<file path="src/stream_cfg.svh">
/*
 * stream buffer configuration
 * data width, FIFO depth and the default FIFO address mode
 */
`ifndef STREAM_CFG_SVH
`define STREAM_CFG_SVH

// payload word width in bits
`define STREAM_DATA_WIDTH 32

// number of FIFO memory entries, power of two
`define STREAM_FIFO_DEPTH 16

// default address mode
// 0 selects read/write pointers (capacity DEPTH-1)
// 1 selects per-entry valid flags (capacity DEPTH)
`define STREAM_FIFO_FLAGS 0

`endif
</file>
<file path="src/stream_pkg.sv">
/*
 * stream types package
 * beat struct, width typedefs and the FIFO address mode enum
 */
`default_nettype none

package stream_pkg;

    `include "stream_cfg.svh"

    // payload data word
    typedef logic [`STREAM_DATA_WIDTH-1:0] data_word_t;

    // FIFO memory address, log2 of the depth
    typedef logic [$clog2(`STREAM_FIFO_DEPTH)-1:0] fifo_ptr_t;

    // one beat on every stream link
    // data word in the upper bits, last flag in bit 0
    typedef struct packed {
        data_word_t data;
        logic       last;
    } stream_beat_t;

    // how the FIFO tells full from empty
    typedef enum logic {
        fifo_addr_pointers = 1'b0,
        fifo_addr_flags    = 1'b1
    } fifo_addr_mode_t;

endpackage

`default_nettype wire

</file>
<file path="src/stream_pipe_top.sv">
/*
 * stream buffer top level
 * input skid stage feeding the FIFO and its registered output
 */
`timescale 1ns/10ps
`default_nettype none

`include "stream_cfg.svh"

module stream_pipe_top
    import stream_pkg::*;
(
    input  logic         clk,
    input  logic         rst_n,

    // stream in
    input  logic         in_valid,
    output logic         in_ready,
    input  stream_beat_t in_beat,

    // stream out
    output logic         out_valid,
    input  logic         out_ready,
    output stream_beat_t out_beat,

    // FIFO status
    output logic         fifo_empty
);

    // link from the input stage into the FIFO write side
    logic         mid_valid;
    logic         mid_ready;
    stream_beat_t mid_beat;

    // registers the incoming handshake
    stream_stage stage_in (
        .clk      (clk),
        .rst_n    (rst_n),
        .in_valid (in_valid),
        .in_ready (in_ready),
        .in_beat  (in_beat),
        .out_valid(mid_valid),
        .out_ready(mid_ready),
        .out_beat (mid_beat)
    );

    // storage plus output stage
    stream_fifo #(
        .DEPTH    (`STREAM_FIFO_DEPTH),
        .ADDR_MODE((`STREAM_FIFO_FLAGS != 0) ? fifo_addr_flags : fifo_addr_pointers)
    ) fifo0 (
        .clk      (clk),
        .rst_n    (rst_n),
        .in_valid (mid_valid),
        .in_ready (mid_ready),
        .in_beat  (mid_beat),
        .out_valid(out_valid),
        .out_ready(out_ready),
        .out_beat (out_beat),
        .empty    (fifo_empty)
    );

endmodule

`default_nettype wire

</file>
<file path="src/stream_fifo.sv">
/*
 * valid/ready FIFO with a combinational memory and a registered output stage
 * full/empty from pointers or from per-entry valid flags
 */
`timescale 1ns/10ps
`default_nettype none

`include "stream_cfg.svh"

module stream_fifo
    import stream_pkg::*;
#(
    parameter int              DEPTH     = `STREAM_FIFO_DEPTH,
    parameter fifo_addr_mode_t ADDR_MODE = (`STREAM_FIFO_FLAGS != 0) ?
                                           fifo_addr_flags : fifo_addr_pointers
)(
    input  logic         clk,
    input  logic         rst_n,

    // write side
    input  logic         in_valid,
    output logic         in_ready,
    input  stream_beat_t in_beat,

    // registered read side
    output logic         out_valid,
    input  logic         out_ready,
    output stream_beat_t out_beat,

    output logic         empty
);

    // pointer increment with wrap at the last entry
    // keeps depths that are not a power of two working
    function automatic fifo_ptr_t ptr_next(input fifo_ptr_t ptr);
        fifo_ptr_t nxt;
        if (ptr == fifo_ptr_t'(DEPTH - 1)) begin
            nxt = '0;
        end else begin
            nxt = ptr + 1'b1;
        end
        return nxt;
    endfunction

    fifo_ptr_t read_ptr;
    fifo_ptr_t write_ptr;
    logic      full;

    // handshakes on both sides of the memory
    logic wr_fire;
    logic rd_fire;

    // internal read stream, memory to output stage
    logic         rd_valid;
    logic         rd_ready;
    stream_beat_t rd_beat;

    // ready depends on pointer/flag registers only
    assign in_ready = !full;
    assign wr_fire  = in_valid && in_ready;

    // memory output is valid whenever something is stored
    assign rd_valid = !empty;
    assign rd_fire  = rd_valid && rd_ready;

    // read and write pointers
    always_ff @(posedge clk) begin
        if (!rst_n) begin
            read_ptr  <= '0;
            write_ptr <= '0;
        end else begin
            if (wr_fire) begin
                write_ptr <= ptr_next(write_ptr);
            end
            if (rd_fire) begin
                read_ptr <= ptr_next(read_ptr);
            end
        end
    end

    generate
        if (ADDR_MODE == fifo_addr_pointers) begin : g_pointers

            // one entry stays unused so equal pointers always mean empty
            always_comb begin
                empty = (read_ptr == write_ptr);
                full  = (ptr_next(write_ptr) == read_ptr);
            end

        end else begin : g_flags

            // one valid bit per memory entry
            logic [DEPTH-1:0] entry_flags;

            always_ff @(posedge clk) begin
                if (!rst_n) begin
                    entry_flags <= '0;
                end else begin
                    // never the same entry, a read needs the flag set
                    // and a write needs it clear
                    if (rd_fire) begin
                        entry_flags[read_ptr] <= 1'b0;
                    end
                    if (wr_fire) begin
                        entry_flags[write_ptr] <= 1'b1;
                    end
                end
            end

            // all DEPTH entries usable
            always_comb begin
                empty = !entry_flags[read_ptr];
                full  = entry_flags[write_ptr];
            end

        end
    endgenerate

    fifo_mem #(
        .DEPTH(DEPTH)
    ) mem0 (
        .clk         (clk),
        .write_enable(wr_fire),
        .write_addr  (write_ptr),
        .write_beat  (in_beat),
        .read_addr   (read_ptr),
        .read_beat   (rd_beat)
    );

    // output register stage, beats launch from flops rather than the array
    stream_stage out_stage (
        .clk      (clk),
        .rst_n    (rst_n),
        .in_valid (rd_valid),
        .in_ready (rd_ready),
        .in_beat  (rd_beat),
        .out_valid(out_valid),
        .out_ready(out_ready),
        .out_beat (out_beat)
    );

endmodule

`default_nettype wire

</file>
<file path="src/fifo_mem.sv">
/*
 * FIFO storage array
 * synchronous write port, combinational read port
 */
`timescale 1ns/10ps
`default_nettype none

`include "stream_cfg.svh"

module fifo_mem
    import stream_pkg::*;
#(
    parameter int DEPTH = `STREAM_FIFO_DEPTH
)(
    input  logic         clk,

    // write port
    input  logic         write_enable,
    input  fifo_ptr_t    write_addr,
    input  stream_beat_t write_beat,

    // read port, no clock involved
    input  fifo_ptr_t    read_addr,
    output stream_beat_t read_beat
);

    // distributed RAM style array
    // contents are don't-care until written
    stream_beat_t mem [DEPTH];

    always_ff @(posedge clk) begin
        if (write_enable) begin
            mem[write_addr] <= write_beat;
        end
    end

    // read data follows the address in the same cycle
    assign read_beat = mem[read_addr];

endmodule

`default_nettype wire

</file>
<file path="src/stream_stage.sv">
/*
 * registered two-entry skid stage
 * cuts valid and ready paths while keeping one beat per cycle
 */
`timescale 1ns/10ps
`default_nettype none

module stream_stage
    import stream_pkg::*;
(
    input  logic         clk,
    input  logic         rst_n,

    // upstream side
    input  logic         in_valid,
    output logic         in_ready,
    input  stream_beat_t in_beat,

    // downstream side
    output logic         out_valid,
    input  logic         out_ready,
    output stream_beat_t out_beat
);

    // spare entry, holds the beat caught during a stall
    stream_beat_t skid_beat;

    // main register frees up this cycle
    logic main_free;

    // in_ready low means the spare entry is occupied
    logic skid_full;

    always_comb begin
        main_free = !out_valid || out_ready;
        skid_full = !in_ready;
    end

    // control state
    always_ff @(posedge clk) begin
        if (!rst_n) begin
            out_valid <= 1'b0;
            in_ready  <= 1'b1;
        end else begin
            if (main_free) begin
                if (skid_full) begin
                    // spare entry moves into main, upstream may resume
                    out_valid <= 1'b1;
                    in_ready  <= 1'b1;
                end else begin
                    // pass straight through, or go idle
                    out_valid <= in_valid;
                end
            end else if (in_valid && in_ready) begin
                // downstream stalled while a beat arrives
                // park it in the spare entry and block upstream
                in_ready <= 1'b0;
            end
        end
    end

    // payload registers
    always_ff @(posedge clk) begin
        // main only changes when it is free, so a stalled beat holds
        if (main_free) begin
            if (skid_full) begin
                out_beat <= skid_beat;
            end else begin
                out_beat <= in_beat;
            end
        end

        // spare tracks the input while it is empty
        // it freezes once in_ready drops
        if (in_ready) begin
            skid_beat <= in_beat;
        end
    end

endmodule

`default_nettype wire

</file>
<file path="config.mk">
export PLATFORM = sky130hd
export DESIGN_NAME = stream_pipe_top
export DESIGN_NICKNAME = d
export VERILOG_FILES = /design/src/stream_pkg.sv /design/src/stream_pipe_top.sv /design/src/stream_fifo.sv /design/src/fifo_mem.sv /design/src/stream_stage.sv
export VERILOG_INCLUDE_DIRS = /design/src
export SDC_FILE = /design/constraint.sdc
export NUM_CORES = 1
export LEC_CHECK = 0
export ABC_AREA = 0
export BUFFER_PORTS_ARGS = -buffer_cell sky130_fd_sc_hd__clkbuf_2
export CORE_MARGIN = 1
export CORE_UTILIZATION = 45
export CTS_CLUSTER_SIZE = 14
export DETAILED_ROUTE_END_ITERATION = 12
export HOLD_SLACK_MARGIN = 0.02
export SYNTH_ARGS = -nofsm -noshare
export SYNTH_HDL_FRONTEND = slang
export SYNTH_HIERARCHICAL = 1
export SYNTH_SLANG_ARGS = --single-unit
</file>
<file path="constraint.sdc">
create_clock -name clk -period 8.33 [get_ports clk]
set_input_delay 0 -clock clk [delete_from_list [all_inputs] [get_ports clk]]
set_output_delay 0 -clock clk [all_outputs]
set_load 0.05 [all_outputs]
</file>
=== After elaboration in Yosys (flattened, before gate mapping) ===
Memories as Yosys holds them, arrays and structs flattened. A register that Yosys moved wholly into a read port is not among the register bits.
Cells that the tools add are included.
Widths: inputs -> output; s select.

* Memories: 1
* Memory bits (writable): 528
* Output and inout port bits: 36
* Register bits after elaboration: 144

* Muxes and demuxes: 10
* Reduce and logical (&&, ||, !) cells: 11
* Add/subtract/negate cells: 2
* Bitwise gates (word level): 1
* Equal/unequal tests: 4

{| class="wikitable"
|+ Memories
! memory !! words !! bits a word !! read ports !! clocked after Yosys merged registers in !! write ports !! RTL line !! text
|-
| fifo0.mem0.mem || 16 || 33 || 1 || 1 || 1 || fifo_mem.sv:29 || <nowiki>stream_beat_t mem [DEPTH];</nowiki>
|}

{| class="wikitable"
|+ Operator list
! kind !! count
|-
| $mux 33 || 2
|-
| $mux 4 || 4
|-
| $add 4x1->4 const B || 2
|-
| $eq 4x4->1 || 2
|-
| $eq 4x4->1 const B || 2
|-
| $logic_not 1->1 || 4
|-
| $mux 1 || 4
|-
| $reduce_or 2->1 || 2
|-
| $logic_and 1x1->1 || 3
|-
| $logic_or 1x1->1 || 2
|-
| $not 1->1 || 1
|}

=== Depth between registers and ports, before layout ===
* Depth after elaboration: 7
* Depth in mapped cells: 7

=== Modules after synthesis ===
The synthesis kept the hierarchy.

{| class="wikitable"
|+ By module, submodules not included
! module !! cells an instance !! area each (um^2) !! seq. area each (um^2) !! instances
|-
| fifo_mem || 831 || 19970.4 || 15855.2 || 1
|-
| stream_stage || 110 || 2268.4 || 1691.6 || 2
|-
| stream_fifo || 58 || 528.0 || 160.2 || 1
|}

=== Worst setup path after synthesis ===
Ideal clock, no wire load.

* Path kind: register -> register
* Start: reg fifo0.write_ptr[0]
* End: mem fifo0/mem0/mem[0][0] (netlist name) (enable)
* Path buffers: 0
* Clock period less this slack: 4836 ps
* Stages on the path, launching flop included: 8
* Required time: 7866 ps
* Path slack: 3494 ps
* Setup time: 464 ps
* Arrival: 4372 ps
* Path through: dfxtp_1 > ha_1 > inv_1 > a311oi_2 > xor2_2 > a21boi_2 > or3b_2 > nor3_1

* Word-level cells in the longest chain between the ends: 7
* Elaborated cells on any way between the ends: 8
* Classes of those cells: add/sub: 1; eq/ne: 2; mux: 3; reduce/logical: 2

{| class="wikitable"
|+ RTL lines
! what !! RTL line !! text
|-
| from (decl) || stream_fifo.sv:46 || <nowiki>fifo_ptr_t write_ptr;</nowiki>
|-
| from (signal assigned) || stream_fifo.sv:73 || <nowiki>write_ptr <= ptr_next(write_ptr);</nowiki>
|-
| $add 4x1->4 / $eq 4x4->1 (equally long branches) || stream_fifo.sv:40, stream_fifo.sv:37 ||
|-
| $mux 4 (*) || stream_fifo.sv:37 || <nowiki>if (ptr == fifo_ptr_t'(DEPTH - 1)) begin</nowiki>
|-
| $eq 4x4->1 (*) || stream_fifo.sv:87 || <nowiki>full = (ptr_next(write_ptr) == read_ptr);</nowiki>
|-
| $logic_not 1->1 (*) || stream_fifo.sv:59 || <nowiki>assign in_ready = !full;</nowiki>
|-
| $logic_and 1x1->1 (*) || stream_fifo.sv:60 || <nowiki>assign wr_fire = in_valid && in_ready;</nowiki>
|-
| net fifo0.wr_fire || stream_fifo.sv:50 || <nowiki>logic wr_fire;</nowiki>
|-
| $mux 1 (*) || fifo_mem.sv:32 || <nowiki>if (write_enable) begin</nowiki>
|-
| $mux 1 (implied by the code) (*) || fifo_mem.sv:33 || <nowiki>mem[write_addr] <= write_beat;</nowiki>
|-
| to (decl) || fifo_mem.sv:29 ||
|}

The timed path passes the listed nets; every way through them passes the cells marked *.

=== Worst setup path after layout ===
* Start: reg fifo0.write_ptr[0]
* End: mem fifo0/mem0/mem[0][5] (netlist name) (enable)

The elaborated chain is that of the path after synthesis.

==> flow_summary.ini <==
[placed_design]
place_congestion = 0.719
hpwl_mm = 27.1
io_buffers = 72

[yosys]
avgSynthCellArea_sq_um = 22.6
netlist_top_cells_area = edfxtp_1 71%, mux4_2 10%, dfxtp_1 6.2%, mux2_4 3.4%, mux4_1 2.0%
ys_warn_count = 6
synth_top_area_share_pct = 71.2
syn_area_sq_um = 25000
yosysMostFrequentCell = edfxtp_1
synth_seq_cells = 672
yosysSeqAreaShare_pct = 77.5
yosysTopAreaCell = edfxtp_1
syn_inst = 1109
ys_types = 41
synth_top_cells_by_count = 594 x edfxtp_1, 113 x mux4_2, 78 x dfxtp_1
synth_top_flop_cell = edfxtp_1
synth_edf_count = 594
syn_nets = 1148
synthArstFlopShare_pct = 0

[final_layout]
final_core_utilization_pct = 52.4
fillers = 4288
drive_gt1_share_pct = 31.1
antenna_cells = 0
regArea_sq_um = 19400
multi_input_area_sq_um = 5290
final_nets = 1304
area_delta_synth_final_pct = 15.2

[floorplanning]
fp.dieH_um = 238
initial_core_util_pct = 45.5
dieWidth_um = 238
row_count = 86
coreArea_sq_um = 55000
ios = 73
die_area_sq_um = 56600

[timing]
finalSetupViolations = 0
rsz0062_at_grt = no
fmax_mhz = 245
finClkSkew_ps = 14.5
tightest_slew_ps = 1020
period_needed_ps = 4080
maxSlewViolCount = 0
totalNegativeSetupSlack_ps = 0
hold_viol = 0
maxSlewHeadroom_pct = 32.1
period_share_pct = 49.0

[clocking]
cts_tree = done
htreeDepth = 3
cts-root-buf = clkbuf_16
numCtsBuffers = 69
clk-insertion-delay-late_ps = 590
cts_setup_buffers = 0
cts_sinks = 672
cts.clk_slew.worst_paths_ps = 60
clockBufferDepth = 3

[worst_setup_path]
cp-start-kind = register
critPathKind = register to register
cp_max_fo = 26
cp_cell_sequence = ha_1 > inv_1 > a311oi_2 > xor2_2 > a21boi_2 > or3b_2 > nor3_2 > buf_4
path_buf_inv = 2
worst_setup_path_end_kind = register
path_delay_family = simple AND/OR/NAND/NOR gates
crit_path_max_incr_delay_ps = 640
crit_arrival_ps = 4290
crit_required_ps = 8550
slowest_stage = nor3_2

[global_routing]
grt_antenna_before_repair = 0
grtUsageTotal_pct = 18.6
grt_max_degree = 48
grt_pass1_vias = 11890
grt_overflow = 0
grt_first_pass_wirelength_mm = 76.6

[min_path]
hp-class = input port to register

[detailed_routing]
vias = 11340
drt_iter0_drc = 982
route.detailed.drc = 0
first_pass_iters = 5
routed_wl_mm = 50.9
ant_nets = 0
route.detailed.vias_per_inst = 5.48
wl_per_cell_um = 24.6

[flow_run]
max-cap-violations = 0

[outcome]
status = finished, final reports clean

[power]
leakage_nw = 9.59
pwr_density_cell_nw_per_um2 = 310
ir_drop_uv = 158
-- metrics by stage --
step | instance area (sq um) | power [mW] | hold WS [ps] | std cells | setup WS [ps]
detailed placement | 26200 | 6.00 | 243 | 1906 | 4220
global placement | 26200 | 5.98 | 239 | 1906 | 4460
finish | 28800 | 8.95 | 189 | 2069 | 4250
CTS | 28800 | 9.06 | 157 | 2069 | 4210
global route | 28800 | 9.31 | 168 | 2069 | 4010
floorplan | 25000 | 5.62 | 132 | 1109 | 3490
-- layout make-up --
| cell class | instances | area share (%) |
|---|---|---|
| clock inverters | 27 | 1.07 |
| well taps | 748 | 3.25 |
| clock buffers | 100 | 6.67 |
| inverters | 6 | 0.0781 |
| repair buffers | 139 | 3.31 |
| flip-flops and latches | 672 | 67.3 |
| multi-input cells | 377 | 18.3 |
-- repair_timing --
| item | in CTS | in global routing |
|---|---|---|
| hold buffers | 36 | 0 |
| endpoints found under the hold margin | 78 | 0 |
| resized for setup | 0 | 0 |
-- layer usage --
metal / vias up / track usage, % / part of all wire (%)
met4: 0 / 4.89 / 2.0
met3: 68 / 3.74 / 5.0
met2: 324 / 29.7 / 48
met1: 6023 / 26.2 / 45
met5: - / 0 / 0
li1: 4925 / - / -
-- layout by cell type (no fill, tap or decap), types with 3 or more instances in the layout --
| cell | n |
|---|---|
| nor2_4 | 13 |
| clkbuf_8 | 8 |
| mux2_2 | 10 |
| clkbuf_1 | 23 |
| mux2i_1 | 4 |
| and2_1 | 3 |
| bufinv_16 | 6 |
| nor3_2 | 4 |
| edfxtp_1 | 594 |
| mux2_4 | 57 |
| clkinvlp_4 | 3 |
| dfxtp_1 | 74 |
| clkinv_1 | 5 |
| a22oi_1 | 66 |
| nand2b_1 | 3 |
| clkbuf_16 | 69 |
| mux4_2 | 113 |
| mux4_1 | 19 |
| dlygate4sd3_1 | 36 |
| clkinv_2 | 7 |
| inv_1 | 6 |
| xnor2_1 | 6 |
| nand2_1 | 44 |
| a31oi_1 | 3 |
| buf_4 | 31 |
| inv_6 | 6 |
| clkbuf_2 | 72 |
-- state kept, by name, indices dropped and copies added, names as in the netlist, 4 cells and up --
| signal | count |
|---|---|
| fifo0/write_ptr | 4 |
| fifo0/out_stage/skid_beat | 33 |
| fifo0/read_ptr | 4 |
| fifo0/mem0/mem | 528 |
| stage_in/skid_beat | 33 |
| fifo0/out_stage/out_beat | 33 |
| stage_in/out_beat | 33 |
-- power by group --
| group | internal, mW | total, mW | switching (mW) |
|---|---|---|---|
| logic | 0.667 | 1.52 | 0.857 |
| registers | 4.11 | 4.39 | 0.276 |
| clock network | 1.80 | 3.04 | 1.24 |
-- worst min-delay path, delay by kind of cell --
kind | cells | cell delay, ps
multiplexers | 1 | 130
buffers and inverters | 2 | 610
-- path summary, 6_finish.rpt --
path / cells after the start / from / end / slack (ps)
max reg2reg: 8 / fifo0/write_ptr[0]$_SDFFE_PN0P_ / fifo0/mem0/mem[0][5]$_DFFE_PP_ / 4250
max: 8 / fifo0/write_ptr[0]$_SDFFE_PN0P_ / fifo0/mem0/mem[0][5]$_DFFE_PP_ / 4250
min: 3 / in_beat[19] / stage_in/skid_beat[19]$_DFF_P_ / 190
min reg2reg: 1 / fifo0/out_stage/skid_beat[11]$_DFF_P_ / fifo0/out_stage/skid_beat[11]$_DFF_P_ / 470
-- kinds of logic after synthesis --
group	after synthesis	synth area share, %
compound gates	79	2.39
fa+ha+maj	2	0.0999
simple gates	84	1.54
flops	672	77.5
mux	203	16.2
xor+xnor	9	0.345
buf+inv	60	1.95
Power figures use the tool's default switching activity.
